==> src/source/spritePkg.sv <==
/*
 * Sprite stage package
 * Width types and fixed sizes shared by the sprite output stage
 */
`default_nettype none

package spritePkg;

	// One bitplane byte of a sprite row
	typedef logic [7:0] planeByte_t;

	// Pixel index, one bit from each plane
	typedef logic [3:0] pixel_t;

	// Colour attribute of a sprite
	typedef logic [7:0] colour_t;

	// Line buffer word, colour above pixel
	typedef logic [11:0] pixelCode_t;

	// Buffer address or horizontal position
	typedef logic [8:0] xPos_t;

	// Vertical line counter
	typedef logic [8:0] lineCount_t;

	localparam int ROW_PIXELS = 8;	// Pixels per sprite row
	localparam int LB_DEPTH = 512;	// Entries per bank

endpackage

`default_nettype wire

==> src/source/videoTiming.sv <==
/*
 * Video timing generator
 * Horizontal and vertical counters with sync, blank and new-line decode
 */
`timescale 1ns/1ps
`default_nettype none

module videoTiming
	import spritePkg::*;
#(
	parameter int H_TOTAL = 384,
	parameter int H_VISIBLE = 256,
	parameter int H_SYNC_START = 296,
	parameter int H_SYNC_LEN = 32,
	parameter int V_TOTAL = 264,
	parameter int V_VISIBLE = 224,
	parameter int V_SYNC_START = 240,
	parameter int V_SYNC_LEN = 8
) (
	input wire logic clk_12M,
	input wire logic RES,
	output xPos_t hCount,
	output logic visible,
	output logic newLine,
	output logic nHBlank,
	output logic nVBlank,
	output logic nHSync,
	output logic nVSync
);

	lineCount_t vCount;
	logic lineEnd;
	logic hSyncOn;
	logic vSyncOn;

	assign lineEnd = (hCount == xPos_t'(H_TOTAL - 1));

	always_ff @(posedge clk_12M or negedge RES) begin
		if (!RES) begin
			hCount <= '0;
			vCount <= '0;
		end else if (lineEnd) begin
			hCount <= '0;
			if (vCount == lineCount_t'(V_TOTAL - 1))	// Frame wrap
				vCount <= '0;
			else
				vCount <= vCount + 1'b1;
		end else begin
			hCount <= hCount + 1'b1;
		end
	end

	// Sync windows
	assign hSyncOn = (hCount >= xPos_t'(H_SYNC_START)) &&
		(hCount < xPos_t'(H_SYNC_START + H_SYNC_LEN));
	assign vSyncOn = (vCount >= lineCount_t'(V_SYNC_START)) &&
		(vCount < lineCount_t'(V_SYNC_START + V_SYNC_LEN));

	assign nHSync = ~hSyncOn;
	assign nVSync = ~vSyncOn;

	assign nHBlank = (hCount < xPos_t'(H_VISIBLE));
	assign nVBlank = (vCount < lineCount_t'(V_VISIBLE));
	assign visible = nHBlank & nVBlank;

	assign newLine = lineEnd;	// Last clock of the line

endmodule

`default_nettype wire

==> config.mk <==
export PLATFORM = sky130hd
export DESIGN_NAME = videoTiming
export DESIGN_NICKNAME = d
export VERILOG_FILES = /design/src/source/spritePkg.sv /design/src/source/videoTiming.sv
export SDC_FILE = /design/constraint.sdc
export NUM_CORES = 1
export LEC_CHECK = 0
export ABC_AREA = 1
export BUFFER_PORTS_ARGS = -buffer_cell sky130_fd_sc_hd__buf_2
export CORE_MARGIN = 2
export CORE_UTILIZATION = 46
export DETAILED_ROUTE_END_ITERATION = 7
export PLACE_DENSITY_LB_ADDON = 0.15
export SYNTH_ARGS = -nofsm -noshare
export SYNTH_HDL_FRONTEND = slang
export SYNTH_SLANG_ARGS = --single-unit
==> constraint.sdc <==
create_clock -name clk_12M -period 1.48 [get_ports clk_12M]
set_input_delay 0.148 -clock clk_12M [delete_from_list [all_inputs] [get_ports clk_12M]]
set_output_delay 0.148 -clock clk_12M [all_outputs]
set_load 0.02 [all_outputs]
==> impl_metrics.ini, run 1 <==
[sta]
slew_violations = 0
hold_slack_ps = 301
finalCritPeriodShare_pct = 107
rsz0062_at_grt = true
worst_pin_slew_ps = 424
max_freq_ghz = 0.633
setup_viol = 3
fin_ws_ps = -101
min_period_ps = 1580
fin_skew_ps = 1.12
finalHoldViolations = 0
worst_slew_margin_rel_pct = 71.7

[logic_synthesis]
synth-seq-cells = 18
yosysWarnings = 0
yosysTopAreaCell = dfrtp_1
ys_async_sr_fraction_pct = 100
synth_edf_count = 0
ys_top_cells_by_area = dfrtp_1 41%, nand2_1 14%, nor2_1 9.2%
synth_seq_area_share_pct = 40.9
synth_area_sq_um = 1100
synth_top_area_share_pct = 40.9
ys.flop_type = dfrtp_1
synthesis.nets = 164
synth.avg_cell_area_sq_um = 6.97
syn_inst = 158
synth_cell_type_count = 20

[route]
wl_per_cell_microns = 12.5
via_per_inst = 5.28
ant_nets = 0
firstDrtPassIters = 5
drt_iter0_drc = 36
drc = 0
wirelength_mm = 2.68
vias = 1129

[worst_setup_path]
crit_required_ps = 1330
cp_cell_sequence = inv_2 -> ha_4 -> nand2_2 -> o31ai_2 -> nand4_1 -> buf_4
cp_slowest_cell = dfrtp_2
slowest_delay_ps = 450
cp-end-kind = output pin
cp.arrival_ps = 1430
path_class = reg -> out
cp_max_fo = 4
worst_setup_path_start_kind = register

[cells_and_area]
area.growth.synth_to_final_pct = 25.1
final_cell_mix = 41 x nand2_1, 23 x nor2_1, 21 x inv_1
layout-drive-gt1-share_pct = 29.0
fin_util_pct = 61.7
final_common_cell = nand2_1
diodes = 0
nets = 193

[floorplanning]
die_w_microns = 52.9
die_area_sq_um = 2800
fp.dieH_microns = 52.9
initial_utilization_pct = 49.3
num_rows = 17
core-area_sq_um = 2230
num_io_pins = 17

[power]
clockPowerShare_pct = 38.5
p_per_area_nw_per_um2 = 595
ir_drop_uv = 359
p_int_mw = 0.644
sequentialPowerShare_pct = 60.0
leakagePower_nw = 0.693
total_power_mw = 0.819
power.switching_mw = 0.175
combPwrFrac_pct = 1.5
p_sw_share_pct = 21.4

[clock_tree]
clock_latency_ps = 300
root_buffer = clkbuf_4
numCtsBuffers = 3
clk_pin_slew_worst_paths_ps = 110
cts_buffer_depth = 2
cts_tree = built
cts_num_sinks = 18
cts_max_level = 1

[global_route]
antenna_found_initial = 0
overflow = 0
grt_max_degree = 19
grt_util_all_layers_pct = 21.4
grt_pass1_vias = 980
grt_pass1_wl_mm = 4.36

[flow_run]
maxCapViolCount = 0

[placement]
dpl.hpwl_mm = 1.84
port_buffers = 16
globalplace.congestion = 0.851
dp_slack_ps = 40.5

[status]
outcome = finished, violations left
violations = setup timing

[min_path]
hold_path_class = in -> async
area by class of cell:
class | instances | area (sq um)
Inverter | 25 | 93.8
Fill cell | 218 | 856
Tap cell | 28 | 35.0
Sequential cell | 18 | 460
Clock buffer | 4 | 36.3
Timing Repair Buffer | 25 | 155
Multi-Input combinational cell | 114 | 597
stage by stage:
| step | std cells | area (sq um) | setup TNS [ps] |
|---|---|---|---|
| finish | 214 | 1380 | -201 |
| global route | 214 | 1380 | -907 |
| detailed placement | 202 | 1220 | 0 |
| CTS | 210 | 1310 | -236 |
| global placement | 202 | 1220 | 0 |
| floorplan | 158 | 1100 | 0 |
worst max-delay path, delay by kind of cell, from the launching register on:
family                   cells  cell delay (ps)
adder cells (fa/ha/maj)      1              130
flip-flops                   1              450
buffers and inverters        2              240
AO/OA/AOI/OAI                1              160
AND/OR/NAND/NOR              2              150
flip-flops by register name, summed over array words and instances (netlist names):
register	cells
vCount	9
hCount	9
what timing repair did:
item	in CTS	in global routing
setup endpoints to repair	2	16
hold buffers	1	0
pin swaps	1	1
gates resized for setup	6	17
buffers inserted	3	4
hold endpoints to repair	18	0
cells by family (layout without fill, tap and decap cells):
kind of cell | after synthesis | in the layout | synth area share (%)
buffers and inverters | 26 | 54 | 9.20
flip-flops | 18 | 18 | 40.9
AO/OA/AOI/OAI | 15 | 15 | 7.61
AND/OR/NAND/NOR | 94 | 94 | 36.9
adder cells (fa/ha/maj) | 4 | 4 | 4.55
XOR/XNOR | 1 | 1 | 0.796
path summary, 6_finish.rpt:
path	startpoint	endpoint	cells after the start	slack [ps]
max in group asynchronous	RES	vCount[4]	2	860
worst min register to register	vCount[4]	vCount[4]	2	570
min in group clk_12M	vCount[4]	vCount[4]	2	570
worst min-delay path	RES	hCount[6]	2	300
worst max register to register	hCount[0]	hCount[8]	7	0
worst max-delay path	hCount[0]	nHSync	6	-100
synthesized netlist by cell type (2+ instances only):
cell type,instances
ha_1,4
inv_1,23
nand3_1,13
nand2_1,42
nand2_2,2
o21ai_0,6
nor2_4,2
nor2_1,27
nand4_1,5
inv_2,2
dfrtp_1,18
a21oi_1,5
nor3_1,2
routing by layer:
layer / vias to the layer above / share of wire (%) / global-route usage, %
met5: - / 0 / 0
met4: 0 / 1.7 / 7.69
met3: 6 / 6.3 / 3.39
met2: 56 / 48 / 34.2
met1: 514 / 44 / 29.3
li1: 553 / - / -
power by group through the flow:
| stage | clock (mW) | sequential, mW | combinational (mW) |
|---|---|---|---|
| after floorplan | 0 | 0.501 | 0.000000337 |
| after global placement | 0 | 0.501 | 0.0112 |
| after detailed placement | 0 | 0.501 | 0.0113 |
| after global routing | 0.349 | 0.492 | 0.0153 |
| after CTS | 0.322 | 0.492 | 0.0133 |
| final | 0.315 | 0.491 | 0.0126 |
(Power assumes the default switching activity.)
==> inputs of run 2 (changes only) <==
CORE_MARGIN = 1   (was 2)
CORE_UTILIZATION = 55   (was 46)
==> impl_metrics.ini, run 2 (same netlist as run 1, synthesis figures left out) <==
[cells_and_area]
layout-drive-gt1-share_pct = 28.0
diodes = 0
nets = 193
area.growth.synth_to_final_pct = 24.8
final_cell_mix = 40 x nand2_1, 25 x nor2_1, 21 x inv_1
largestRegisters = hCount x9, vCount x9
final_common_cell = nand2_1
instances_no_fill = 211
design_area_sq_um = 1370

[global_route]
antenna_found_initial = 0
grt_pass1_vias = 883
grt_max_degree = 19
grt_pass1_wl_mm = 3.91
grt_util_all_layers_pct = 25.9
overflow = 0

[floorplanning]
num_io_pins = 17
core-area_sq_um = 1800
num_rows = 15
die_w_microns = 46.7
die_area_sq_um = 2180
initial_utilization_pct = 61.1
fp.dieH_microns = 46.7

[clock_tree]
cts_buffer_depth = 2
root_buffer = clkbuf_4
cts_num_sinks = 18
clock_latency_ps = 310
numCtsBuffers = 3
cts_max_level = 1
clk_pin_slew_worst_paths_ps = 110
cts_tree = built

[power]
p_int_mw = 0.599
clockPowerShare_pct = 34.7
leakagePower_nw = 0.683
combPwrFrac_pct = 1.6
p_sw_share_pct = 22.3
p_per_area_nw_per_um2 = 562
power.switching_mw = 0.172
sequentialPowerShare_pct = 63.7
ir_drop_uv = 528

[flow_run]
maxCapViolCount = 0

[route]
via_per_inst = 5.37
wirelength_mm = 2.83
firstDrtPassIters = 5
vias = 1134
wl_per_cell_microns = 13.4
ant_nets = 0
drc = 0
drt_iter0_drc = 69

[sta]
setup_viol = 4
slew_violations = 0
setup_tns_ps = -276
fin_skew_ps = 10.7
finalCritPeriodShare_pct = 111
max_freq_ghz = 0.608
rsz0062_at_grt = true
finalHoldViolations = 0
worst_pin_slew_ps = 410
min_period_ps = 1640
worst_slew_margin_rel_pct = 72.6
hold_slack_ps = 324
fin_ws_ps = -164

[status]
outcome = finished, violations left
violations = setup timing

[worst_setup_path]
slowest_delay_ps = 450
worst_setup_path_start_kind = register
worstRegToRegCells = 8
cp_cell_sequence = inv_2 -> ha_4 -> nand2_2 -> o31ai_1 -> nand4_1 -> buf_4
path_class = reg -> out
crit_required_ps = 1330
cp-end-kind = output pin
cp.arrival_ps = 1500
cp_max_fo = 3
cp_slowest_cell = dfrtp_2

[placement]
placed_area_sq_um = 1210
dp_cells = 198
dpl.hpwl_mm = 1.72
port_buffers = 16
globalplace.congestion = 0.914

[min_path]
hold_path_class = in -> async
[run 2: per-stage QoR]
stage / worst slack [ps] / util (%) / power (mW)
2_1_floorplan: 55.6 / - / 0.501
3_3_place_gp: 81.5 / 67.0 / 0.512
3_5_place_dp: 42.4 / 67.0 / 0.512
4_1_cts: -137 / 72.1 / 0.773
5_1_grt: -189 / 76.3 / 0.785
6_report: -164 / 76.3 / 0.772
[run 2: final timing paths]
path                            startpoint   endpoint  slack [ps]
worst max-delay path             hCount[0]     nHSync        -160
worst min-delay path                   RES  hCount[6]         320
min in group clk_12M             vCount[2]  vCount[2]         580
max in group asynchronous              RES  vCount[7]         830
worst max register to register   hCount[1]  vCount[5]         -10
worst min register to register   vCount[2]  vCount[2]         580
[run 2: repair_timing]
action / in CTS / in global routing
hold buffers: 1 / 0
setup endpoints to repair: 2 / 13
pin swaps: 1 / 2
resized for setup: 6 / 19
setup buffers: 5 / 3
hold endpoints to repair: 18 / 0
[run 2: per-layer routing]
layer / share of wire, % / up-vias / wire [microns] / track usage [%]
li1: - / 553 / - / -
met1: 41 / 510 / 1160 / 38.4
met2: 49 / 64 / 1390 / 37.8
met3: 7.7 / 7 / 219 / 3.46
met4: 2.1 / 0 / 59 / 11.4
met5: 0 / - / 0 / 0
[run 2: power by group through the flow]
stage	registers, mW	clock network, mW	logic, mW
after floorplan	0.501	0	0.000000337
after global placement	0.501	0	0.0108
after detailed placement	0.501	0	0.0111
after CTS	0.491	0.268	0.0131
after global routing	0.491	0.279	0.0146
final	0.491	0.268	0.0127
[run 2: worst max-delay path, delay by kind of cell, from the launching register on]
family,cells,cell delay (ps)
DFF,1,450
buffers and inverters,2,260
AOI/OAI and AO/OA,1,190
and+or+nand+nor,2,160
adders and majority gates,1,130
[run 2: layout make-up]
type	instances	area (sq um)
Timing Repair Buffer	25	165
Multi-Input combinational cell	114	597
Fill cell	132	428
Inverter	25	93.8
Clock buffer	4	26.3
Sequential cell	18	460
Tap cell	25	31.3
==> inputs of run 3 (changes only) <==
CELL_PAD_IN_SITES_DETAIL_PLACEMENT = 1   (was default)
CELL_PAD_IN_SITES_GLOBAL_PLACEMENT = 2   (was default)
CORE_UTILIZATION = 30   (was 55)
==> impl_metrics.ini, run 3 (same netlist as run 1, synthesis figures left out) <==
[status]
outcome = finished, violations left
violations = setup timing

[power]
leakagePower_nw = 0.718
p_per_area_nw_per_um2 = 580
ir_drop_uv = 324

[sta]
setup_viol = 3
finalHoldViolations = 0
setup_tns_ps = -349
fin_skew_ps = 9.58
fin_ws_ps = -178
worst_slew_margin_rel_pct = 69.5
worst_pin_slew_ps = 457
min_period_ps = 1660
rsz0062_at_grt = true
slew_violations = 0
max_freq_ghz = 0.603
finalCritPeriodShare_pct = 112

[clock_tree]
cts_tree = built
cts_buffer_depth = 2
root_buffer = clkbuf_4
clk_pin_slew_worst_paths_ps = 120
clock_latency_ps = 310
numCtsBuffers = 3
cts_max_level = 1
cts_num_sinks = 18

[floorplanning]
num_rows = 21
initial_utilization_pct = 32.2
fp.dieH_microns = 62.6
die_area_sq_um = 3920
core-area_sq_um = 3420
die_w_microns = 62.6
num_io_pins = 17

[worst_setup_path]
slowest_delay_ps = 440
worst_setup_path_start_kind = register
path_class = reg -> out
cp-end-kind = output pin
cp_slowest_cell = dfrtp_2
ff2ff_setup_slack_ps = 0
path_buf_inv = 3
worstRegToRegCells = 7
r2r-end = vCount[3]
rr_startpoint = hCount[0]
crit_start = hCount[1]
cp.arrival_ps = 1510
cp_cell_sequence = buf_6 -> inv_4 -> ha_4 -> nand2_2 -> o31ai_2 -> nand4_1 -> buf_4
cp_max_fo = 2
critPathTopFamily = flip-flops
crit_required_ps = 1330

[route]
wirelength_mm = 3.15
ant_nets = 0
wl_met3_microns = 74
wl_per_cell_microns = 13.4
firstDrtPassIters = 4
via_per_inst = 4.81
drc = 0
vias = 1134
top_layer = met4
wl_met1_mm = 1.63
wl_met2_mm = 1.40
drt_iter0_drc = 37

[global_route]
antenna_found_initial = 0
grt_pass1_wl_mm = 5.42
grt_util_all_layers_pct = 18.0
grt_max_degree = 19
grt_pass1_vias = 1133
overflow = 0

[placement]
port_buffers = 16
globalplace.congestion = 0.785
dpl.hpwl_mm = 2.39

[cells_and_area]
largestRegisters = hCount x9, vCount x9
diodes = 0
layout-drive-gt1-share_pct = 29.5
ff_latch_area_sq_um = 458
fin_util_pct = 41.9
final_cell_mix = 41 x nand2_1, 22 x nor2_1, 21 x inv_1
final_common_cell = nand2_1
nets = 197
area.growth.synth_to_final_pct = 30.1
multi_input_area_sq_um = 592
final.fill_count = 457

[min_path]
hold_path_class = in -> async

[flow_run]
maxCapViolCount = 0
run 3: timing repair:
item                       in CTS  in global routing
gates resized for setup        11                 11
buffers inserted                3                  2
hold endpoints to repair       18                  0
pin swaps                       1                  0
setup endpoints to repair       7                 16
hold buffers                    1                  0
run 3: layer usage:
metal	vias to the layer above	global-route usage, %
li1	561	-
met1	554	24.8
met2	14	28.4
met3	5	2.92
met4	0	6.10
met5	-	0
run 3: worst reg2reg max path: cells and delay by family, from the launching register on:
family,cells,cell delay (ps)
adders and majority gates,1,250
buffers and inverters,2,180
DFF,1,430
and+or+nand+nor,4,510
run 3: per-stage QoR:
step	cell area, sq um	std cells	total power, mW	setup WS [ps]	hold slack [ps]
6_report	1430	236	0.830	-178	301
5_1_grt	1430	236	0.866	-277	333
4_1_cts	1390	234	0.846	-224	316
3_5_place_dp	1290	226	0.514	6.30	129
3_3_place_gp	1290	226	0.513	46.0	126
2_1_floorplan	1100	158	0.501	55.6	-148
run 3: area by class of cell:
cell class,instances,share of cell area (%)
Tap cell,46,4.02
Sequential cell,18,32.0
Clock buffer,4,2.53
Multi-Input combinational cell,114,41.3
Timing Repair Buffer,29,13.3
Inverter,25,6.90
run 3: worst max path at each step:
stage | endpoint | slack (ps) | cells after the start
final | nHSync | -180 | 7
after CTS | nHSync | -220 | 7
after global routing | nHSync | -280 | 7
after floorplan | vCount[8] | 60 | 6
after global placement | vCount[6] | 50 | 7
after detailed placement | vCount[6] | 6 | 7
run 3: power by group:
group | leakage, nW | total (mW) | switching, mW | internal, mW
Clock | 0.0210 | 0.326 | 0.175 | 0.150
Combinational | 0.469 | 0.0133 | 0.0107 | 0.00266
Sequential | 0.228 | 0.492 | 0 | 0.492
