`src/source/spritePkg.sv`:
```
/*
 * Sprite stage package
 * Width types and fixed sizes shared by the sprite output stage
 */
`default_nettype none

package spritePkg;

	// One bitplane byte of a sprite row
	typedef logic [7:0] planeByte_t;

	// Pixel index, one bit from each plane
	typedef logic [3:0] pixel_t;

	// Colour attribute of a sprite
	typedef logic [7:0] colour_t;

	// Line buffer word, colour above pixel
	typedef logic [11:0] pixelCode_t;

	// Buffer address or horizontal position
	typedef logic [8:0] xPos_t;

	// Vertical line counter
	typedef logic [8:0] lineCount_t;

	localparam int ROW_PIXELS = 8;	// Pixels per sprite row
	localparam int LB_DEPTH = 512;	// Entries per bank

endpackage

`default_nettype wire

```
`src/source/pixelOutput.sv`:
```
/*
 * Pixel output stage
 * Aligns syncs and blanks with the pixel word and drives the opaque flag
 */
`timescale 1ns/1ps
`default_nettype none

module pixelOutput
	import spritePkg::*;
(
	input wire logic clk_12M,
	input wire logic RES,
	input pixelCode_t rdData,
	input wire logic visible,
	input wire logic nHBlank,
	input wire logic nVBlank,
	input wire logic nHSync,
	input wire logic nVSync,
	output pixelCode_t ob,
	output logic nOpaque,
	output logic nHBlankOut,
	output logic nVBlankOut,
	output logic nHSyncOut,
	output logic nVSyncOut,
	output logic nCSync
);

	logic [1:0] visD;
	logic [1:0] hBlankD, vBlankD, hSyncD, vSyncD;
	pixelCode_t obReg;
	pixel_t obPixel;

	always_ff @(posedge clk_12M or negedge RES) begin
		if (!RES) begin
			visD <= '0;
			hBlankD <= '1;
			vBlankD <= '1;
			hSyncD <= '1;
			vSyncD <= '1;
		end else begin
			visD <= {visD[0], visible};
			hBlankD <= {hBlankD[0], nHBlank};
			vBlankD <= {vBlankD[0], nVBlank};
			hSyncD <= {hSyncD[0], nHSync};
			vSyncD <= {vSyncD[0], nVSync};
		end
	end

	always_ff @(posedge clk_12M) begin
		obReg <= rdData;	// Second pipeline stage
	end

	assign ob = visD[1] ? obReg : '0;
	assign obPixel = ob[3:0];
	assign nOpaque = (obPixel == '0);

	assign nHBlankOut = hBlankD[1];
	assign nVBlankOut = vBlankD[1];
	assign nHSyncOut = hSyncD[1];
	assign nVSyncOut = vSyncD[1];
	assign nCSync = hSyncD[1] & vSyncD[1];

endmodule

`default_nettype wire

```
`config.mk`:
```
export PLATFORM = sky130hd
export DESIGN_NAME = pixelOutput
export DESIGN_NICKNAME = d
export VERILOG_FILES = /design/src/source/spritePkg.sv /design/src/source/pixelOutput.sv
export SDC_FILE = /design/constraint.sdc
export NUM_CORES = 1
export LEC_CHECK = 0
export BUFFER_PORTS_ARGS = -buffer_cell sky130_fd_sc_hd__buf_2
export CORE_MARGIN = 8
export CORE_UTILIZATION = 39
export DETAILED_ROUTE_END_ITERATION = 10
export PLACE_DENSITY = 0.74
export REMOVE_ABC_BUFFERS = 1
export SETUP_SLACK_MARGIN = 0.02
export SYNTH_ARGS = -nofsm -noshare
export SYNTH_HDL_FRONTEND = slang
export SYNTH_SLANG_ARGS = --single-unit
export TNS_END_PERCENT = 5
```
`constraint.sdc`:
```
create_clock -name clk_12M -period 1.2 [get_ports clk_12M]
set_clock_uncertainty 0.2 [all_clocks]
set_input_delay 0.06 -clock clk_12M [delete_from_list [all_inputs] [get_ports clk_12M]]
set_output_delay 0.06 -clock clk_12M [all_outputs]
set_load 0.03 [all_outputs]
```
==> results of run 1 <==
-- synthesized netlist by cell type --
cell and number:
and2_2 1, o41ai_2 1, buf_2 1, dfstp_2 8, and2_1 12, dfxtp_1 12, dfrtp_1 2
-- kinds of logic (layout without fill, tap and decap cells) --
family,Yosys count,after routing,share of synthesized area (%)
buf+inv,1,59,0.827
simple gates,13,13,13.7
flops,22,22,82.8
compound gates,1,1,2.69
-- what timing repair did --
item / in CTS / in global routing
hold buffers: 19 / 0
resized for setup: 25 / 5
endpoints found under the setup margin: 18 / 20
endpoints found under the hold margin: 27 / 0
pin swaps: 0 / 2
gates cloned: 0 / 0
-- critical path: cells and delay by family (launching register included) --
family | cells | cell delay (ns)
AO/OA/AOI/OAI | 1 | 0.32
buffers and inverters | 1 | 0.21
flip-flops | 1 | 0.34
-- routing by layer --
metal | up-vias | GRT usage [%]
li1 | 230 | -
met1 | 234 | 7.99
met2 | 18 | 21.0
met3 | 0 | 4.79
met4 | 0 | 2.11
met5 | - | 0
-- registers in the layout (all words and copies together) (netlist names) --
| name | flops |
|---|---|
| hBlankD | 2 |
| hSyncD | 2 |
| obReg | 12 |
| vBlankD | 2 |
| vSyncD | 2 |
| visD | 2 |
-- path summary, 6_finish.rpt --
| path | cells after the start | slack [ns] | to | startpoint |
|---|---|---|---|---|
| setup / recovery | 2 | -0.22 | nOpaque | obReg[0] |
| hold / removal | 2 | 0.13 | hSyncD[0] | RES |
| setup reg to reg | 0 | 0.41 | hSyncD[1] | hSyncD[0] |
| hold reg to reg | 0 | 0.17 | vSyncD[1] | vSyncD[0] |
| max in group asynchronous | 3 | 0.46 | visD[1] | RES |
| min in group clk_12M | 0 | 0.17 | vSyncD[1] | vSyncD[0] |
-- final cells by class --
class                           instances  area [um^2]
Sequential cell                        22          504
Timing Repair Buffer                   55          440
Fill cell                             109          378
Multi-Input combinational cell         14          103
Clock buffer                            4         26.3
Tap cell                               16         20.0
-- power groups by stage --
stage	sequential, W	clock [W]	combinational (W)
6_report	0.000805	0.000318	0.000230
3_3_place_gp	0.000813	0	0.000150
4_1_cts	0.000803	0.000334	0.000226
5_1_grt	0.000810	0.000377	0.000242
2_1_floorplan	0.000826	0	0.0000709
3_5_place_dp	0.000815	0	0.000152
-- through the flow --
step	power (W)	instances	instance area, um^2	TNS, ns
final	0.00135	111	1090	-2.45
after global placement	0.000963	88	800	0
after CTS	0.00136	111	1080	-2.73
after global routing	0.00143	111	1090	-3.80
after detailed placement	0.000967	88	800	0
after floorplan	0.000897	36	599	-0.0893
==> reports/metrics.cfg, run 1 <==
[die]
rows = 14
core-area_um2 = 1470
die_y_um = 55.4
die_w_um = 55.4
die-area_um2 = 3070
pin_count = 37
initial_core_util_pct = 41.1

[setup_path]
cp_cell_sequence = o41ai_2 -> buf_4
crit_required_ns = 0.94
crit_slowest_cell = dfxtp_2
critPathMaxStageDelay_ns = 0.34
worst_ep_arrival_time_ns = 1.16
path_class = reg2out
cp_max_fo = 2
start_kind = register
cp-end-kind = primary output

[detailed_routing]
wl_met2_um = 991
drt_first_pass_iters = 3
drt-initial-drc-count = 7
dr_wl_met3_um = 101
viasPerCell = 4.34
wl_met1_um = 509
via_count = 482
ant_nets = 0
post_drt_wl_per_cell_um = 14.4
wl_um = 1600
topRoutingLayerUsed = met3
drcViolationCount = 0

[timing]
hold_ws_ns = 0.135
finalHoldViolCount = 0
tightest_slew_ns = 0.233
drv_slew = 0
rsz0062_at_grt = yes
finalCriticalPeriod_ns = 1.42
relSlewSlack_pct = 84.3
fin_ws_ns = -0.215
setup_viol = 18
fmax_mhz = 707
post-route-period-util_pct = 118

[clock_network]
cts_tree = done
clkSinkCount = 22
cts_buffers = 3
cts_setup_buffers = 0
htree_levels = 1
ctsRootBufferMaster = clkbuf_4
clk_latency_ns = 0.29
clkTransAtPathRegs_ns = 0.10
cts_buffer_depth = 2

[synth]
synth_top_area_cell = dfxtp_1
yosysSeqAreaShare_pct = 82.8
ys_types = 7
synthTopCellsByArea = dfxtp_1 40%, dfstp_2 35%, and2_1 12%, dfrtp_1 8.3%, o41ai_2 2.7%
ys_warn_count = 0
synth_area_um2 = 604
postSynthAreaPerCell_um2 = 16.3
syn_inst = 37
ys_ff_latch = 22
yosysTopAreaCellShare_pct = 39.8

[power_and_ir_drop]
ir_worst_vdd_mv = 0.823
p_comb_share_pct = 17.0
p_per_area_nw_per_um2 = 1240
clkPwrFrac_pct = 23.5
leakagePower_nw = 0.523
switching_share_pct = 23.4
p_sw_w = 0.000316
p_int_w = 0.00104
pwr-share-seq_pct = 59.5

[final_layout]
mostFrequentLayoutCells = 18 x dlygate4sd3_1, 18 x buf_2, 12 x buf_4, 11 x and2_1, 10 x dfxtp_1
final_util_pct = 74.3
nets = 115
syn2layout_area_growth_pct = 81.0
drive_above_1_share_pct = 55.8
num_antenna_cells = 0

[global_routing]
track_usage_pct = 10.1
grt_pass1_wl_um = 2480
grt_start_max_net_pins = 14
antenna_found_initial = 0
overflow = 0
grt_pass1_vias = 539

[placed_design]
dpl_worst_slack_ns = 0.0552
gp_congestion = 0.653
io_buffers = 36

[outcome]
violations = setup timing
outcome = finished, violations left

[hold_path]
hold_class = in2async

[job]
maxCapViolations = 0

Note: power is estimated with default switching activity, not from simulation.
==> inputs of run 2 (changes only) <==
--- a/config.mk
+++ b/config.mk
@@ -6,7 +6,6 @@
 export NUM_CORES = 1
 export LEC_CHECK = 0
 export BUFFER_PORTS_ARGS = -buffer_cell sky130_fd_sc_hd__buf_2
-export CORE_MARGIN = 8
 export CORE_UTILIZATION = 39
 export DETAILED_ROUTE_END_ITERATION = 10
 export PLACE_DENSITY = 0.74
==> reports/metrics.cfg, run 2 (synthesis gave the netlist of run 1 again) <==
[timing]
post-route-period-util_pct = 120
fmax_mhz = 696
setup_viol = 18
rsz0062_at_grt = yes
finalSetupTns_ns = -2.96
drv_slew = 0
relSlewSlack_pct = 83.9
tightest_slew_ns = 0.238
fin_ws_ns = -0.238
finalCriticalPeriod_ns = 1.44
finalHoldViolCount = 0

[die]
die_y_um = 41.4
core-area_um2 = 1370
pin_count = 37
initial_core_util_pct = 44.2
die_w_um = 41.4
rows = 13
die-area_um2 = 1710

[power_and_ir_drop]
switching_share_pct = 21.7
pwr-share-seq_pct = 50.7
clkPwrFrac_pct = 34.9
p_int_w = 0.00124
p_comb_share_pct = 14.4
p_sw_w = 0.000344
p_per_area_nw_per_um2 = 1430
leakagePower_nw = 0.526
ir_worst_vdd_mv = 1.31

[clock_network]
clkTransAtPathRegs_ns = 0.12
cts_buffers = 3
ctsRootBufferMaster = clkbuf_4
cts_setup_buffers = 0
clk_latency_ns = 0.30
clkSinkCount = 22
cts_tree = done
htree_levels = 1
cts_buffer_depth = 2

[final_layout]
mostFrequentLayoutCells = 19 x dlygate4sd3_1, 18 x buf_2, 13 x buf_4, 11 x and2_1, 11 x dfxtp_1
final_util_pct = 81.3
largest_register_ffs = 12
fillCellCount = 81
largest_register = obReg
num_antenna_cells = 0
drive_above_1_share_pct = 55.8
final_common_cell = dlygate4sd3_1
syn2layout_area_growth_pct = 83.9
nets = 115
stdcell_area_um2 = 1110

[global_routing]
overflow = 0
grt_pass1_wl_um = 1970
antenna_found_initial = 0
grt_start_max_net_pins = 14
grt_pass1_vias = 446
track_usage_pct = 19.7

[hold_path]
hold_class = in2async

[placed_design]
io_buffers = 36
gp_congestion = 0.697
dpl_worst_slack_ns = 0.0581
dpl-instance-area_um2 = 798

[setup_path]
cp_cell_sequence = o41ai_2 -> buf_4
crit_slowest_cell = dfxtp_2
critPathMaxStageDelay_ns = 0.34
cp-end-kind = primary output
crit_required_ns = 0.94
cp_max_fo = 2
start_kind = register
worst_ep_arrival_time_ns = 1.18
path_class = reg2out

[detailed_routing]
drt_first_pass_iters = 4
drt-initial-drc-count = 6
drcViolationCount = 0
wl_um = 1450
via_count = 454
viasPerCell = 4.13
post_drt_wl_per_cell_um = 13.2
ant_nets = 0

[job]
maxCapViolations = 0

[outcome]
violations = setup timing
outcome = finished, violations left

## run 2: path summary, 6_finish.rpt
check,startpoint,endpoint,slack [ns],depth (start not counted)
max in group asynchronous,RES,visD[1],0.10,3
hold / removal,RES,hSyncD[1],0.13,2
min in group clk_12M,vSyncD[0],vSyncD[1],0.16,0
setup reg to reg,vBlankD[0],vBlankD[1],0.42,0
hold reg to reg,vSyncD[0],vSyncD[1],0.16,0
setup / recovery,obReg[0],nOpaque,-0.24,2
## run 2: final cells by class
| type | instances | area, um^2 | share of cell area [%] |
|---|---|---|---|
| timing repair buffer | 55 | 434 | 39.1 |
| clock buffer | 3 | 22.5 | 2.03 |
| tap | 15 | 18.8 | 1.69 |
| sequential | 22 | 503 | 45.3 |
| multi-input combinational | 14 | 103 | 9.23 |
| clock inverter | 1 | 30.0 | 2.70 |
## run 2: power by group through the flow
| stage | combinational (W) | sequential, W | clock, W |
|---|---|---|---|
| floorplan | 0.0000709 | 0.000826 | 0 |
| global placement | 0.000147 | 0.000813 | 0 |
| detailed placement | 0.000150 | 0.000815 | 0 |
| CTS | 0.000222 | 0.000803 | 0.000560 |
| global route | 0.000242 | 0.000810 | 0.000602 |
| finish | 0.000228 | 0.000805 | 0.000554 |
## run 2: worst max-delay path: cells and delay by family (launching register included)
family,cells,cell delay [ns]
buffers and inverters,1,0.21
AO/OA/AOI/OAI,1,0.33
flip-flops,1,0.34
## run 2: what timing repair did
item	4_1_cts	5_1_grt
endpoints found under the setup margin	18	18
pin swaps	0	2
hold endpoints to repair	27	0
hold buffers	19	0
resized for setup	24	3
## run 2: per-stage QoR
stage / power [W] / hold slack [ns] / cells
after floorplan: 0.000897 / -0.436 / 36
after global placement: 0.000961 / -0.285 / 87
after detailed placement: 0.000965 / -0.283 / 87
after CTS: 0.00159 / 0.114 / 110
after global routing: 0.00165 / 0.128 / 110
final: 0.00159 / 0.131 / 110
## run 2: per-layer routing
| layer | share of wire (%) | wire [um] | global-route usage, % | vias up |
|---|---|---|---|---|
| met5 | 0 | 0 | 0 | - |
| met4 | 0 | 0 | 4.84 | 0 |
| met3 | 3.4 | 50 | 4.79 | 0 |
| met2 | 58 | 842 | 40.2 | 16 |
| met1 | 39 | 561 | 19.1 | 209 |
| li1 | - | - | - | 229 |
==> inputs of run 3 (changes only) <==
--- a/config.mk
+++ b/config.mk
@@ -5,10 +5,9 @@
 export SDC_FILE = /design/constraint.sdc
 export NUM_CORES = 1
 export LEC_CHECK = 0
-export BUFFER_PORTS_ARGS = -buffer_cell sky130_fd_sc_hd__buf_2
-export CORE_UTILIZATION = 39
+export CORE_UTILIZATION = 40
 export DETAILED_ROUTE_END_ITERATION = 10
-export PLACE_DENSITY = 0.74
+export DONT_BUFFER_PORTS = 1
 export REMOVE_ABC_BUFFERS = 1
 export SETUP_SLACK_MARGIN = 0.02
 export SYNTH_ARGS = -nofsm -noshare
==> reports/metrics.cfg, run 3 (synthesis gave the netlist of run 1 again) <==
[outcome]
outcome = finished, violations left
violations = hold timing, setup timing

[power_and_ir_drop]
p_comb_share_pct = 12.3
p_sw_w = 0.000305
power.total_w = 0.00130
pwr-share-seq_pct = 62.7
ir_worst_vdd_mv = 1.06
clkPwrFrac_pct = 25.0
switching_share_pct = 23.5
p_per_area_nw_per_um2 = 1450
p_int_w = 0.000993
leakagePower_nw = 0.379

[timing]
hold_ws_ns = -0.0857
finalCriticalPeriod_ns = 1.42
drv_slew = 0
rsz0062_at_grt = yes
finalHoldViolCount = 2
fmax_mhz = 706
tightest_slew_ns = 0.405
relSlewSlack_pct = 72.9
finalSetupTns_ns = -1.49
post-route-period-util_pct = 118
setup_viol = 16
fin_ws_ns = -0.217

[detailed_routing]
drcViolationCount = 0
drt-initial-drc-count = 0
via_count = 346
viasPerCell = 4.49
post_drt_wl_per_cell_um = 13.4
ant_nets = 0
drt_first_pass_iters = 1
wl_um = 1040

[placed_design]
io_buffers = 0
dp_cells = 55
gp_congestion = 0.585

[die]
initial_core_util_pct = 44.8
die_w_um = 40.9
die_y_um = 40.9
pin_count = 37
core-area_um2 = 1350
rows = 13
die-area_um2 = 1670

[clock_network]
ctsRootBufferMaster = clkbuf_4
cts_buffers = 3
cts_buffer_depth = 2
clkTransAtPathRegs_ns = 0.11
clkSinkCount = 22
clk_latency_ns = 0.29
hold_buffers = 18
cts_tree = done
htree_levels = 1
cts_setup_buffers = 0

[setup_path]
crit_required_ns = 0.94
cp_max_fo = 2
rr_worst_depth = 0
cp-end-kind = primary output
cp_cell_sequence = o41ai_2 -> buf_4
worstReg2RegStart = vBlankD[0]
r2r_slack_ns = 0.41
start_kind = register
critPathMaxStageDelay_ns = 0.34
critPathBufInv = 1
worst_ep_arrival_time_ns = 1.16
crit_slowest_cell = dfxtp_2
rr_endpoint = vBlankD[1]
path_class = reg2out
crit_family = flip-flops

[final_layout]
mostFrequentLayoutCells = 18 x dlygate4sd3_1, 10 x dfxtp_1, 8 x and2_4, 8 x dfstp_2, 5 x and2_2
drive_above_1_share_pct = 51.6
nets = 82
final_common_cell = dlygate4sd3_1
largest_register = obReg
syn2layout_area_growth_pct = 48.0
num_antenna_cells = 0
final_util_pct = 66.3
fin_cells = 77
largest_register_ffs = 12

[global_routing]
track_usage_pct = 13.6
overflow = 0
grt_pass1_wl_um = 1320
grt_pass1_vias = 333
grt_start_max_net_pins = 14
antenna_found_initial = 0

[job]
maxCapViolations = 0

[hold_path]
hold_class = in2async

-- run 3: cell types whose count changed in the layout (fill, tap and decap cells not counted), moves of 2 or more --
cell,change
buf_2,-18
buf_4,-12
and2_2,+5
and2_4,+6
buf_6,-2
and2_1,-11
-- run 3: what timing repair did --
action	CTS	global route
setup endpoints to repair	18	18
gates resized for setup	21	4
hold endpoints to repair	27	2
pin swaps	2	3
-- run 3: area by class of cell --
type,count,area (um^2)
multi-input combinational,14,124
clock buffer,4,26.3
sequential,22,504
tap,15,18.8
fill,114,455
timing repair buffer,22,221
-- run 3: power groups by stage --
stage / Sequential (W) / Combinational (W) / Clock (W)
6_report: 0.000813 / 0.000160 / 0.000325
3_5_place_dp: 0.000825 / 0.0000924 / 0
2_1_floorplan: 0.000826 / 0.0000709 / 0
4_1_cts: 0.000813 / 0.000157 / 0.000337
3_3_place_gp: 0.000821 / 0.0000921 / 0
5_1_grt: 0.000818 / 0.000169 / 0.000369
-- run 3: per-stage QoR --
step                instance area [um^2]  setup slack [ns]
global placement                     648             0.102
global route                         895            -0.286
floorplan                            599           -0.0893
detailed placement                   648            0.0589
finish                               895            -0.217
CTS                                  888            -0.236
-- run 3: how the worst max path moves through the flow --
stage / start / to / slack, ns / cells after the start
after global placement: visD[1] / ob[7] / 0.10 / 1
final: obReg[3] / nOpaque / -0.22 / 2
after floorplan: obReg[3] / nOpaque / -0.09 / 1
after detailed placement: visD[1] / ob[7] / 0.06 / 1
after global routing: obReg[3] / nOpaque / -0.29 / 2
after CTS: obReg[0] / nOpaque / -0.24 / 2
-- run 3: per-layer routing --
metal | track usage (%) | wire length [um]
met1 | 10.1 | 294
met3 | 4.89 | 49
met5 | 0 | 0
met2 | 27.7 | 683
met4 | 7.50 | 7
