### src/source/spritePkg.sv
/*
 * Sprite stage package
 * Width types and fixed sizes shared by the sprite output stage
 */
`default_nettype none

package spritePkg;

	// One bitplane byte of a sprite row
	typedef logic [7:0] planeByte_t;

	// Pixel index, one bit from each plane
	typedef logic [3:0] pixel_t;

	// Colour attribute of a sprite
	typedef logic [7:0] colour_t;

	// Line buffer word, colour above pixel
	typedef logic [11:0] pixelCode_t;

	// Buffer address or horizontal position
	typedef logic [8:0] xPos_t;

	// Vertical line counter
	typedef logic [8:0] lineCount_t;

	localparam int ROW_PIXELS = 8;	// Pixels per sprite row
	localparam int LB_DEPTH = 512;	// Entries per bank

endpackage

`default_nettype wire

### src/source/spriteSerializer.sv
/*
 * Sprite row serializer
 * Shifts four plane bytes out as eight pixel writes into the line buffer
 */
`timescale 1ns/1ps
`default_nettype none

module spriteSerializer
	import spritePkg::*;
(
	input wire logic clk_12M,
	input wire logic RES,
	input wire logic load,
	input planeByte_t plane0,
	input planeByte_t plane1,
	input planeByte_t plane2,
	input planeByte_t plane3,
	input colour_t colour,
	input xPos_t xPos,
	input wire logic newLine,
	output logic busy,
	output logic wrEn,
	output xPos_t wrAddr,
	output pixelCode_t wrData
);

	typedef enum logic {
		stIdle,
		stShift
	} serState_t;

	serState_t state;
	logic [$clog2(ROW_PIXELS)-1:0] pixCount;
	planeByte_t shift0, shift1, shift2, shift3;
	colour_t colourReg;
	xPos_t xBase;
	pixel_t curPixel;
	logic acceptLoad;

	assign busy = (state == stShift);
	assign acceptLoad = load & ~busy;

	always_ff @(posedge clk_12M or negedge RES) begin
		if (!RES) begin
			state <= stIdle;
			pixCount <= '0;
		end else if (busy && newLine) begin
			state <= stIdle;	// Row cut off at end of line
		end else if (acceptLoad) begin
			state <= stShift;
			pixCount <= '0;
		end else if (busy) begin
			pixCount <= pixCount + 1'b1;
			if (pixCount == ($clog2(ROW_PIXELS))'(ROW_PIXELS - 1))
				state <= stIdle;
		end
	end

	always_ff @(posedge clk_12M) begin
		if (acceptLoad) begin
			shift0 <= plane0;
			shift1 <= plane1;
			shift2 <= plane2;
			shift3 <= plane3;
			colourReg <= colour;
			xBase <= xPos;
		end else if (busy) begin
			shift0 <= {shift0[6:0], 1'b0};	// MSB first
			shift1 <= {shift1[6:0], 1'b0};
			shift2 <= {shift2[6:0], 1'b0};
			shift3 <= {shift3[6:0], 1'b0};
		end
	end

	assign curPixel = {shift3[7], shift2[7], shift1[7], shift0[7]};

	assign wrAddr = xBase + xPos_t'(pixCount);	// Wraps at 512
	assign wrData = {colourReg, curPixel};
	assign wrEn = busy && (curPixel != '0);	// Pixel 0 is transparent

endmodule

`default_nettype wire

### config.mk
export PLATFORM = sky130hd
export DESIGN_NAME = spriteSerializer
export DESIGN_NICKNAME = d
export VERILOG_FILES = /design/src/source/spritePkg.sv /design/src/source/spriteSerializer.sv
export SDC_FILE = /design/constraint.sdc
export NUM_CORES = 1
export LEC_CHECK = 0
export BUFFER_PORTS_ARGS = -buffer_cell sky130_fd_sc_hd__buf_4
export CORE_AREA = 2 2 63 94
export CTS_CLUSTER_DIAMETER = 200
export DETAILED_ROUTE_END_ITERATION = 7
export DIE_AREA = 0 0 65 96
export HOLD_SLACK_MARGIN = 0.12
export PLACE_DENSITY_LB_ADDON = 0.3
export SYNTH_ARGS = -nofsm -noshare
export SYNTH_HDL_FRONTEND = slang
export SYNTH_SLANG_ARGS = --single-unit
### constraint.sdc
create_clock -name clk_12M -period 1.6 [get_ports clk_12M]
set_input_delay 0.16 -clock clk_12M [delete_from_list [all_inputs] [get_ports clk_12M]]
set_output_delay 0.16 -clock clk_12M [all_outputs]
set_load 0.005 [all_outputs]
==> impl_metrics.toml, run 1 <==
[floorplanning]
start_util_pct = 44.6
row_count = 33
die_x_um = 65
ios = 76
die_y_um = 96
die-area_sq_mm = 0.00624
core_region_area_sq_mm = 0.00541

[setup_path]
cp-startpoint = "pixCount[0]$_DFFE_PN0P_"
r2r-start = "pixCount[0]$_DFFE_PN0P_"
arrival_ns = 1.84
worstSetupPathType = "reg2out"
worst_setup_path_end_kind = "output port"
cp-start-kind = "register"
rrSetupSlack_ns = 0
cp_max_fo = 3
required_ns = 1.44

[yosys]
async_flop_share_pct = 7.55
synth_flop_cell = "edfxtp_1"
synth_edf_count = 49
syn_nets = 194
ys_ff_latch = 53
synth_cell_types = 27
ys_seq_area_share_pct = 65.2
syn_inst = 135
synth_area_sq_mm = 0.00241
yosysWarningCount = 0
syn_avg_cell_area_sq_um = 17.9

[placed_design]
place_ws_ns = -0.0851
dp_cells = 282
dp_hpwl_um = 3010
numPortBuffers = 75
placed_area_sq_mm = 0.00309
finalWeightedCongestion = 0.677

[cts]
cts.sinks = 53
clk_latency_ns = 0.30
cts_buffers = 5
htree_levels = 2
clkSlewWorstSetupHoldPaths_ns = 0.09
cts_max_path_buffers = 2
cts_tree = "built"
clock_tree.root_cell = "clkbuf_8"

[routing]
via_per_inst = 4.79
first_iter_violations = 39
antenna_left = 0
vias = 1485
route.detailed.wl_per_inst_um = 15.4
drc = 0
drt_pass1_iterations = 4
wl_um = 4760

[finish]
multi_input_area_sq_um = 840
drive_above_1_share_pct = 57.1
nets = 298
fin_area_sq_mm = 0.00351
nFillCells = 422
final_cells = 310
diodes = 0
regArea_sq_mm = 0.00157
syn_to_final_growth_pct = 45.5

[flow_run]
maxCapViolCount = 0

[global_route]
antenna_found_initial = 0
overflow = 0
grt_use_total_pct = 15.4
grt_pass1_wl_um = 7050
grt_pass1_vias = 1532
grt_start_max_net_pins = 33

[pwr]
leakagePower_nw = 1.48
power.density_mw_per_mm2 = 1080
ir_drop_uv = 662

[worst_hold_path]
hold_path_class = "in2reg"
min_from = "plane3[0]"

[sta]
relSlewSlack_pct = 84.8
rsz0062_at_grt = "true"
fin_crit_sh_pct = 125
fin_skew_ns = 0.00593
hold_viol_final = 0
worst_pin_slew_ns = 0.228
fin_ws_ns = -0.405
finalCriticalPeriod_ns = 2.00
slew_viol_final = 0
fmax_mhz = 499
setup_viol = 9

[status]
outcome = "complete, but fails checks"
violations = "negative setup slack"
[logic make-up (layout without fill, tap and decap cells)]
logic type / Yosys count / after routing / synth area share (%)
DFF: 53 / 53 / 65.2
muxes: 29 / 29 / 17.3
buffers and inverters: 14 / 119 / 4.77
and+or+nand+nor: 13 / 13 / 3.06
AOI/OAI and AO/OA: 12 / 12 / 3.37
xor gates and xnor gates: 8 / 8 / 2.91
adders and majority gates: 6 / 6 / 3.43
[registers in the layout, summed over array words and instances, names as in the netlist]
register	count
shift0	8
xBase	9
shift1	8
busy	1
colourReg	8
shift2	8
shift3	8
pixCount	3
[cell usage after synthesis, drive strengths merged, types with 2 or more instances]
library cell	number	area, sq um
a21oi	4	20.0
ha	5	62.6
dfrtp	4	100
mux2	29	417
a22o	2	17.5
nor2b	2	12.5
edfxtp	49	1470
xnor2	5	43.8
buf	8	92.6
o21ai	2	10.0
and2	4	25.0
inv	6	22.5
nand2	2	7.51
xor2	3	26.3
[stage by stage]
stage	power, W	hold slack [ns]	utilization (%)	setup TNS [ns]
finish	0.00378	0.131	64.9	-2.15
detailed placement	0.00276	-0.0358	57.2	-0.188
floorplan	0.00239	-0.136	-	0
global route	0.00394	0.130	64.9	-2.61
CTS	0.00378	0.124	64.3	-1.86
global placement	0.00273	-0.0378	57.2	-0.0811
[what timing repair did]
| action | 4_1_cts | 5_1_grt |
|---|---|---|
| hold buffers | 19 | 0 |
| pin swaps | 5 | 6 |
| setup buffers | 1 | 2 |
| endpoints found under the setup margin | 8 | 8 |
| hold endpoints to repair | 22 | 0 |
| gates resized for setup | 18 | 4 |
[critical path: stages, from the launching register on]
cell	delay [ns]
dfrtp_1	0.42
ha_4	0.17
inv_2	0.04
fa_2	0.36
nor2b_4	0.16
o2111ai_2	0.12
xnor2_1	0.15
buf_4	0.12
[final timing paths]
| check | cells past startpoint | to |
|---|---|---|
| max | 7 | wrAddr[8] |
| max reg2reg | 5 | pixCount[2]$_DFFE_PN0P_ |
| max in group asynchronous | 2 | pixCount[2]$_DFFE_PN0P_ |
| min | 2 | shift3[0]$_SDFFCE_PN0P_ |
| min reg2reg | 1 | shift1[5]$_DFFE_PP_ |
| min in group asynchronous | 2 | pixCount[1]$_DFFE_PN0P_ |
[area by class of cell]
class                   instances  area share (%)
repair buffers                105            25.1
flip-flops and latches         53            44.8
clock inverters                 2           0.963
multi-input cells              68            23.9
clock buffers                   6            2.07
well taps                      70            2.50
inverters                       6           0.642
[layout by cell type (no fill, tap or decap), drive strengths merged]
cell type and n:
dfrtp 4, dlygate4sd3 19, a22o 2, clkinv 1, and3 1, xor2 3
o22ai 1, o2111ai 1, buf 86, inv 6, o21bai 1, clkbuf 6
nor2 1, and2 4, nand4 1, o21ai 2, mux2 29, fa 1
nand3 1, nor2b 2, nand2 2, xnor2 5, ha 5, edfxtp 49
or2b 1, a21oi 4, o41a 1, bufinv 1
[per-layer routing]
layer / GRT usage (%) / share of wire (%) / up-vias / routed length [um]
li1: - / - / 704 / -
met1: 16.6 / 38 / 728 / 1790
met2: 27.9 / 56 / 43 / 2670
met3: 3.63 / 3.9 / 10 / 185
met4: 7.80 / 2.5 / 0 / 120
met5: 0 / 0 / - / 0
[power breakdown]
group          leakage (nW)  switching, W  total (W)  internal, W
registers             0.543     0.0000929    0.00188      0.00179
clock network        0.0528      0.000427   0.000890     0.000462
logic                 0.884      0.000365    0.00101     0.000647
total                  1.48      0.000885    0.00378      0.00290
Note: power is estimated with default switching activity, not from simulation.
==> inputs of run 2 (changes only) <==
--- a/config.mk
+++ b/config.mk
@@ -12,6 +12,7 @@
 export DIE_AREA = 0 0 65 96
 export HOLD_SLACK_MARGIN = 0.12
 export PLACE_DENSITY_LB_ADDON = 0.3
+export REMOVE_ABC_BUFFERS = 1
 export SYNTH_ARGS = -nofsm -noshare
 export SYNTH_HDL_FRONTEND = slang
 export SYNTH_SLANG_ARGS = --single-unit
==> run 2 against run 1 <==
Compared with the run above:
- the run still ends with negative setup slack left
- non-clock buffer count is 2 higher
- sequential share of layout area down 0.080 points
- utilization rose by 0.12 points
- sequential cell count unchanged
- critical path depth unchanged
- clock power decreased by 15%
- worst setup slack gained 0.029 ns
- clock-buffer cell count down 1
- total power fell by 2.6%
==> impl_metrics.toml, run 2 (synthesis results as in run 1) <==
[sta]
setup_viol = 8
hold_viol_final = 0
finalCriticalPeriod_ns = 1.98
fmax_mhz = 506
slew_viol_final = 0
fin_skew_ns = 0.0111
worst_hold_slack_ns = 0.127
tns_ns = -1.84
worst_pin_slew_ns = 0.267
fin_crit_sh_pct = 123
relSlewSlack_pct = 82.2
rsz0062_at_grt = "true"
fin_ws_ns = -0.376

[setup_path]
cp-start-kind = "register"
rr_worst_depth = 6
worstSetupPathType = "reg2out"
arrival_ns = 1.82
rrSetupSlack_ns = 0.04
r2r_end = "pixCount[2]$_DFFE_PN0P_"
r2r-start = "pixCount[1]$_DFFE_PN0P_"
worst_setup_path_end_kind = "output port"
required_ns = 1.44
cp_max_fo = 3

[floorplanning]
die_y_um = 96
start_util_pct = 44.6
ios = 76
row_count = 33
die_x_um = 65
core_region_area_sq_mm = 0.00541
die-area_sq_mm = 0.00624

[finish]
final_cell_mix = "buf_4 (84), edfxtp_1 (49), mux2_4 (25)"
nets = 300
regMostFlops = "xBase"
largest_reg_flops = 9
syn_to_final_growth_pct = 45.8
nFillCells = 415
fin_area_sq_mm = 0.00351
diodes = 0
drive_above_1_share_pct = 59.5
final_common_cell = "buf_4"

[routing]
vias = 1471
antenna_left = 0
route.detailed.wl_per_inst_um = 14.9
wl_um = 4640
via_per_inst = 4.71
drc = 0
first_iter_violations = 36
drt_pass1_iterations = 4

[placed_design]
place_ws_ns = -0.104
numPortBuffers = 75
placed_area_sq_mm = 0.00308
finalWeightedCongestion = 0.681
dp_hpwl_um = 2910

[pwr]
power.density_mw_per_mm2 = 1050
ir_drop_uv = 731
leakagePower_nw = 1.48

[cts]
cts_buffers = 5
cts_max_path_buffers = 2
htree_levels = 2
clkSlewWorstSetupHoldPaths_ns = 0.10
clock_tree.root_cell = "clkbuf_8"
cts_tree = "built"
cts.sinks = 53
clk_latency_ns = 0.31

[worst_hold_path]
hold_end = "shift1[0]$_SDFFCE_PN0P_"
min_path_cells = 2
hold_path_class = "in2reg"
min_from = "plane1[0]"

[global_route]
overflow = 0
antenna_found_initial = 0
grt_use_total_pct = 15.3
grt_pass1_vias = 1500
grt_pass1_wl_um = 7080
grt_start_max_net_pins = 40

[status]
violations = "negative setup slack"
outcome = "complete, but fails checks"

[flow_run]
maxCapViolCount = 0
==> run 2: final cells by class <==
type                            instances  area (sq um)  area share, %
Timing Repair Buffer                  107           885           25.2
Multi-Input combinational cell         68           858           24.4
Clock buffer                            5          68.8           1.96
Inverter                                6          22.5          0.641
Sequential cell                        53          1570           44.7
Clock inverter                          3          21.3          0.605
Tap cell                               70          87.6           2.49
==> run 2: timing repair <==
action / 4_1_cts / 5_1_grt
endpoints found under the setup margin: 8 / 9
pin swaps: 7 / 7
hold buffers: 18 / 0
resized for setup: 19 / 8
setup buffers: 3 / 0
hold endpoints to repair: 21 / 0
==> run 2: per-stage QoR <==
stage / util (%) / std cells / total power, W
CTS: 64.1 / 312 / 0.00368
detailed placement: 57.0 / 283 / 0.00275
finish: 65.0 / 312 / 0.00369
global placement: 57.0 / 283 / 0.00273
global route: 65.0 / 312 / 0.00385
floorplan: - / 127 / 0.00235
==> run 2: layer usage <==
layer,global-route usage (%),wire [um],up-vias
met5,0,0,-
met4,5.50,86,0
met3,3.63,213,7
met2,29.4,2640,46
met1,16.0,1700,709
li1,-,-,709
==> run 2: where the power goes <==
| part | switching [W] | internal (W) | leakage (nW) | total [W] |
|---|---|---|---|---|
| logic | 0.000387 | 0.000673 | 0.890 | 0.00106 |
| registers | 0.0000809 | 0.00179 | 0.543 | 0.00187 |
| clock network | 0.000447 | 0.000311 | 0.0445 | 0.000758 |
==> run 2: worst max-delay path: stages (launching register included) <==
cell and delay [ns]:
dfrtp_1 0.36, ha_2 0.19, inv_2 0.04, fa_2 0.36, nor2b_4 0.14, o21ai_1 0.08
xnor2_1 0.20, buf_4 0.15
==> run 2: worst max-delay path by stage <==
stage | from | cells past startpoint | endpoint
after floorplan | busy$_DFF_PN0_ | 2 | shift0[7]$_DFFE_PP_
after global placement | pixCount[0]$_DFFE_PN0P_ | 7 | wrAddr[8]
after detailed placement | pixCount[0]$_DFFE_PN0P_ | 7 | wrAddr[8]
after CTS | pixCount[0]$_DFFE_PN0P_ | 7 | wrAddr[8]
after global routing | pixCount[0]$_DFFE_PN0P_ | 7 | wrAddr[8]
final | pixCount[0]$_DFFE_PN0P_ | 7 | wrAddr[4]
==> inputs of run 3 (changes only) <==
--- a/config.mk
+++ b/config.mk
@@ -6,10 +6,10 @@
 export NUM_CORES = 1
 export LEC_CHECK = 0
 export BUFFER_PORTS_ARGS = -buffer_cell sky130_fd_sc_hd__buf_4
-export CORE_AREA = 2 2 63 94
+export CORE_AREA = 2 2 60 91
 export CTS_CLUSTER_DIAMETER = 200
 export DETAILED_ROUTE_END_ITERATION = 7
-export DIE_AREA = 0 0 65 96
+export DIE_AREA = 0 0 62 93
 export HOLD_SLACK_MARGIN = 0.12
 export PLACE_DENSITY_LB_ADDON = 0.3
 export REMOVE_ABC_BUFFERS = 1
==> constraint.sdc (replaced) <==
create_clock -name clk_12M -period 2.25 [get_ports clk_12M]
set_input_delay 0.45 -clock clk_12M [delete_from_list [all_inputs] [get_ports clk_12M]]
set_output_delay 0.45 -clock clk_12M [all_outputs]
set_load 0.005 [all_outputs]
==> run 3 against run 2 <==
Compared with the run above:
- the run still ends with negative setup slack left
- combinational power down 44%
- final cell count down 8.7%
- sequential cell count did not move
- first-iteration DRC count grew 110%
- design area decreased by 9.9%
- critical path depth unchanged
- register-to-register slack better by 0.66 ns
- clock skew decreased by 0.0026 ns
- routed wire length fell by 4.3%
- sequential share of layout area rose by 4.9 points
- clock power down 30%
==> impl_metrics.toml, run 3 (synthesis results as in run 1) <==
[routing]
route.detailed.wl_per_inst_um = 15.6
drc = 0
antenna_left = 0
first_iter_violations = 75
via_per_inst = 4.96
vias = 1413
wl_um = 4440
drt_pass1_iterations = 4

[setup_path]
critPathBufInv = 2
slowest_delay_ns = 0.36
critPathSlowestCell = "edfxtp_1"
crit_chain = "ha_2, inv_2, fa_2, nor2b_4, o2111ai_2, xnor2_1, buf_4"
required_ns = 1.80
worst_setup_path_end_kind = "output port"
cp-start-kind = "register"
crit_family = "adder cells"
worstSetupPathType = "reg2out"
cp-startpoint = "xBase[0]$_DFFE_PP_"
cp_max_fo = 3
r2r-start = "pixCount[0]$_DFFE_PN0P_"
arrival_ns = 1.84

[floorplanning]
die_y_um = 93
start_util_pct = 48.2
core_region_area_sq_mm = 0.00500
ios = 76
die-area_sq_mm = 0.00577
die_x_um = 62
row_count = 32

[global_route]
grt_start_max_net_pins = 33
overflow = 0
grt_use_total_pct = 15.8
grt_pass1_vias = 1462
antenna_found_initial = 0
grt_pass1_wl_um = 6600

[cts]
cts_tree = "built"
htree_levels = 2
cts_max_path_buffers = 2
cts.sinks = 53
clk_latency_ns = 0.30
clkSlewWorstSetupHoldPaths_ns = 0.09
cts_buffers = 5
clock_tree.root_cell = "clkbuf_8"

[sta]
fmax_mhz = 436
fin_crit_sh_pct = 102
worst_pin_slew_ns = 0.426
slew_viol_final = 0
relSlewSlack_pct = 71.6
worst_hold_slack_ns = 0.321
rsz0062_at_grt = "true"
fin_skew_ns = 0.00846
setup_viol = 3
tns_ns = -0.0873
fin_ws_ns = -0.0434
hold_viol_final = 0
finalCriticalPeriod_ns = 2.29

[pwr]
power.density_mw_per_mm2 = 779
ir_drop_uv = 470
leakagePower_nw = 1.34
totalPowerFinal_w = 0.00247

[finish]
regMostFlops = "xBase"
nets = 275
final_common_cell = "buf_4"
syn_to_final_growth_pct = 31.4
diodes = 0
final_cell_mix = "buf_4 (80), edfxtp_1 (49), mux2_4 (24)"
drive_above_1_share_pct = 58.1
largest_reg_flops = 9

[status]
violations = "negative setup slack"
outcome = "complete, but fails checks"

[flow_run]
maxCapViolCount = 0

[worst_hold_path]
min_from = "colour[3]"
hold_path_class = "in2reg"

[placed_design]
numPortBuffers = 75
finalWeightedCongestion = 0.695
dp_hpwl_um = 3160
-- run 3: changes by cell type in the layout (fill, tap and decap cells not counted), sizes merged --
cell         previous run  this run
inv                     7         6
buf                    89        81
dlygate4sd3            18         1
clkinv                  1         0
clkinvlp                1         2
clkbuf                  5         6
-- run 3: per-stage QoR --
step | cell area, sq um | setup slack, ns | util [%] | std cells
floorplan | 2320 | -1.67 | - | 127
global placement | 3010 | 0.196 | 60.1 | 273
detailed placement | 3010 | 0.0258 | 60.1 | 273
CTS | 3150 | -0.0599 | 62.8 | 285
global route | 3170 | -0.128 | 63.3 | 285
finish | 3170 | -0.0434 | 63.3 | 285
-- run 3: cell type report --
type	count	area [sq um]
inverter	6	22.5
tap	68	85.1
sequential	53	1570
clock inverter	2	15.0
clock buffer	6	72.6
fill	391	1840
timing repair buffer	82	631
multi-input combinational	68	771
-- run 3: path summary, 6_finish.rpt --
kind,end,slack (ns),cells past startpoint
hold reg to reg,shift1[5]$_DFFE_PP_,0.55,1
setup / recovery,wrAddr[8],-0.04,7
hold / removal,colourReg[3]$_DFFE_PP_,0.32,1
max in group asynchronous,pixCount[0]$_DFFE_PN0P_,1.67,2
min in group asynchronous,pixCount[2]$_DFFE_PN0P_,0.48,2
setup reg to reg,pixCount[2]$_DFFE_PN0P_,0.70,5
-- run 3: where the power goes --
part	internal, W	switching [W]
registers	0.00127	0.0000691
clock network	0.000220	0.000309
logic	0.000377	0.000221
-- run 3: routing by layer --
metal,global-route usage [%],part of all wire [%],vias up
met5,0,0,-
met4,7.62,1.9,0
met3,3.60,5.5,8
met2,28.2,56,55
met1,16.2,37,691
li1,-,-,659
-- run 3: worst register-to-register path, stage by stage (launching register included) --
cell	delay, ns
dfrtp_1	0.39
buf_4	0.15
ha_1	0.20
ha_1	0.27
mux2_2	0.26
a22o_1	0.18
-- run 3: repair_timing --
action | 4_1_cts | 5_1_grt
endpoints found under the setup margin | 3 | 6
pin swaps | 3 | 4
hold buffers | 1 | 0
hold endpoints to repair | 4 | 0
buffers inserted | 3 | 0
resized for setup | 7 | 4
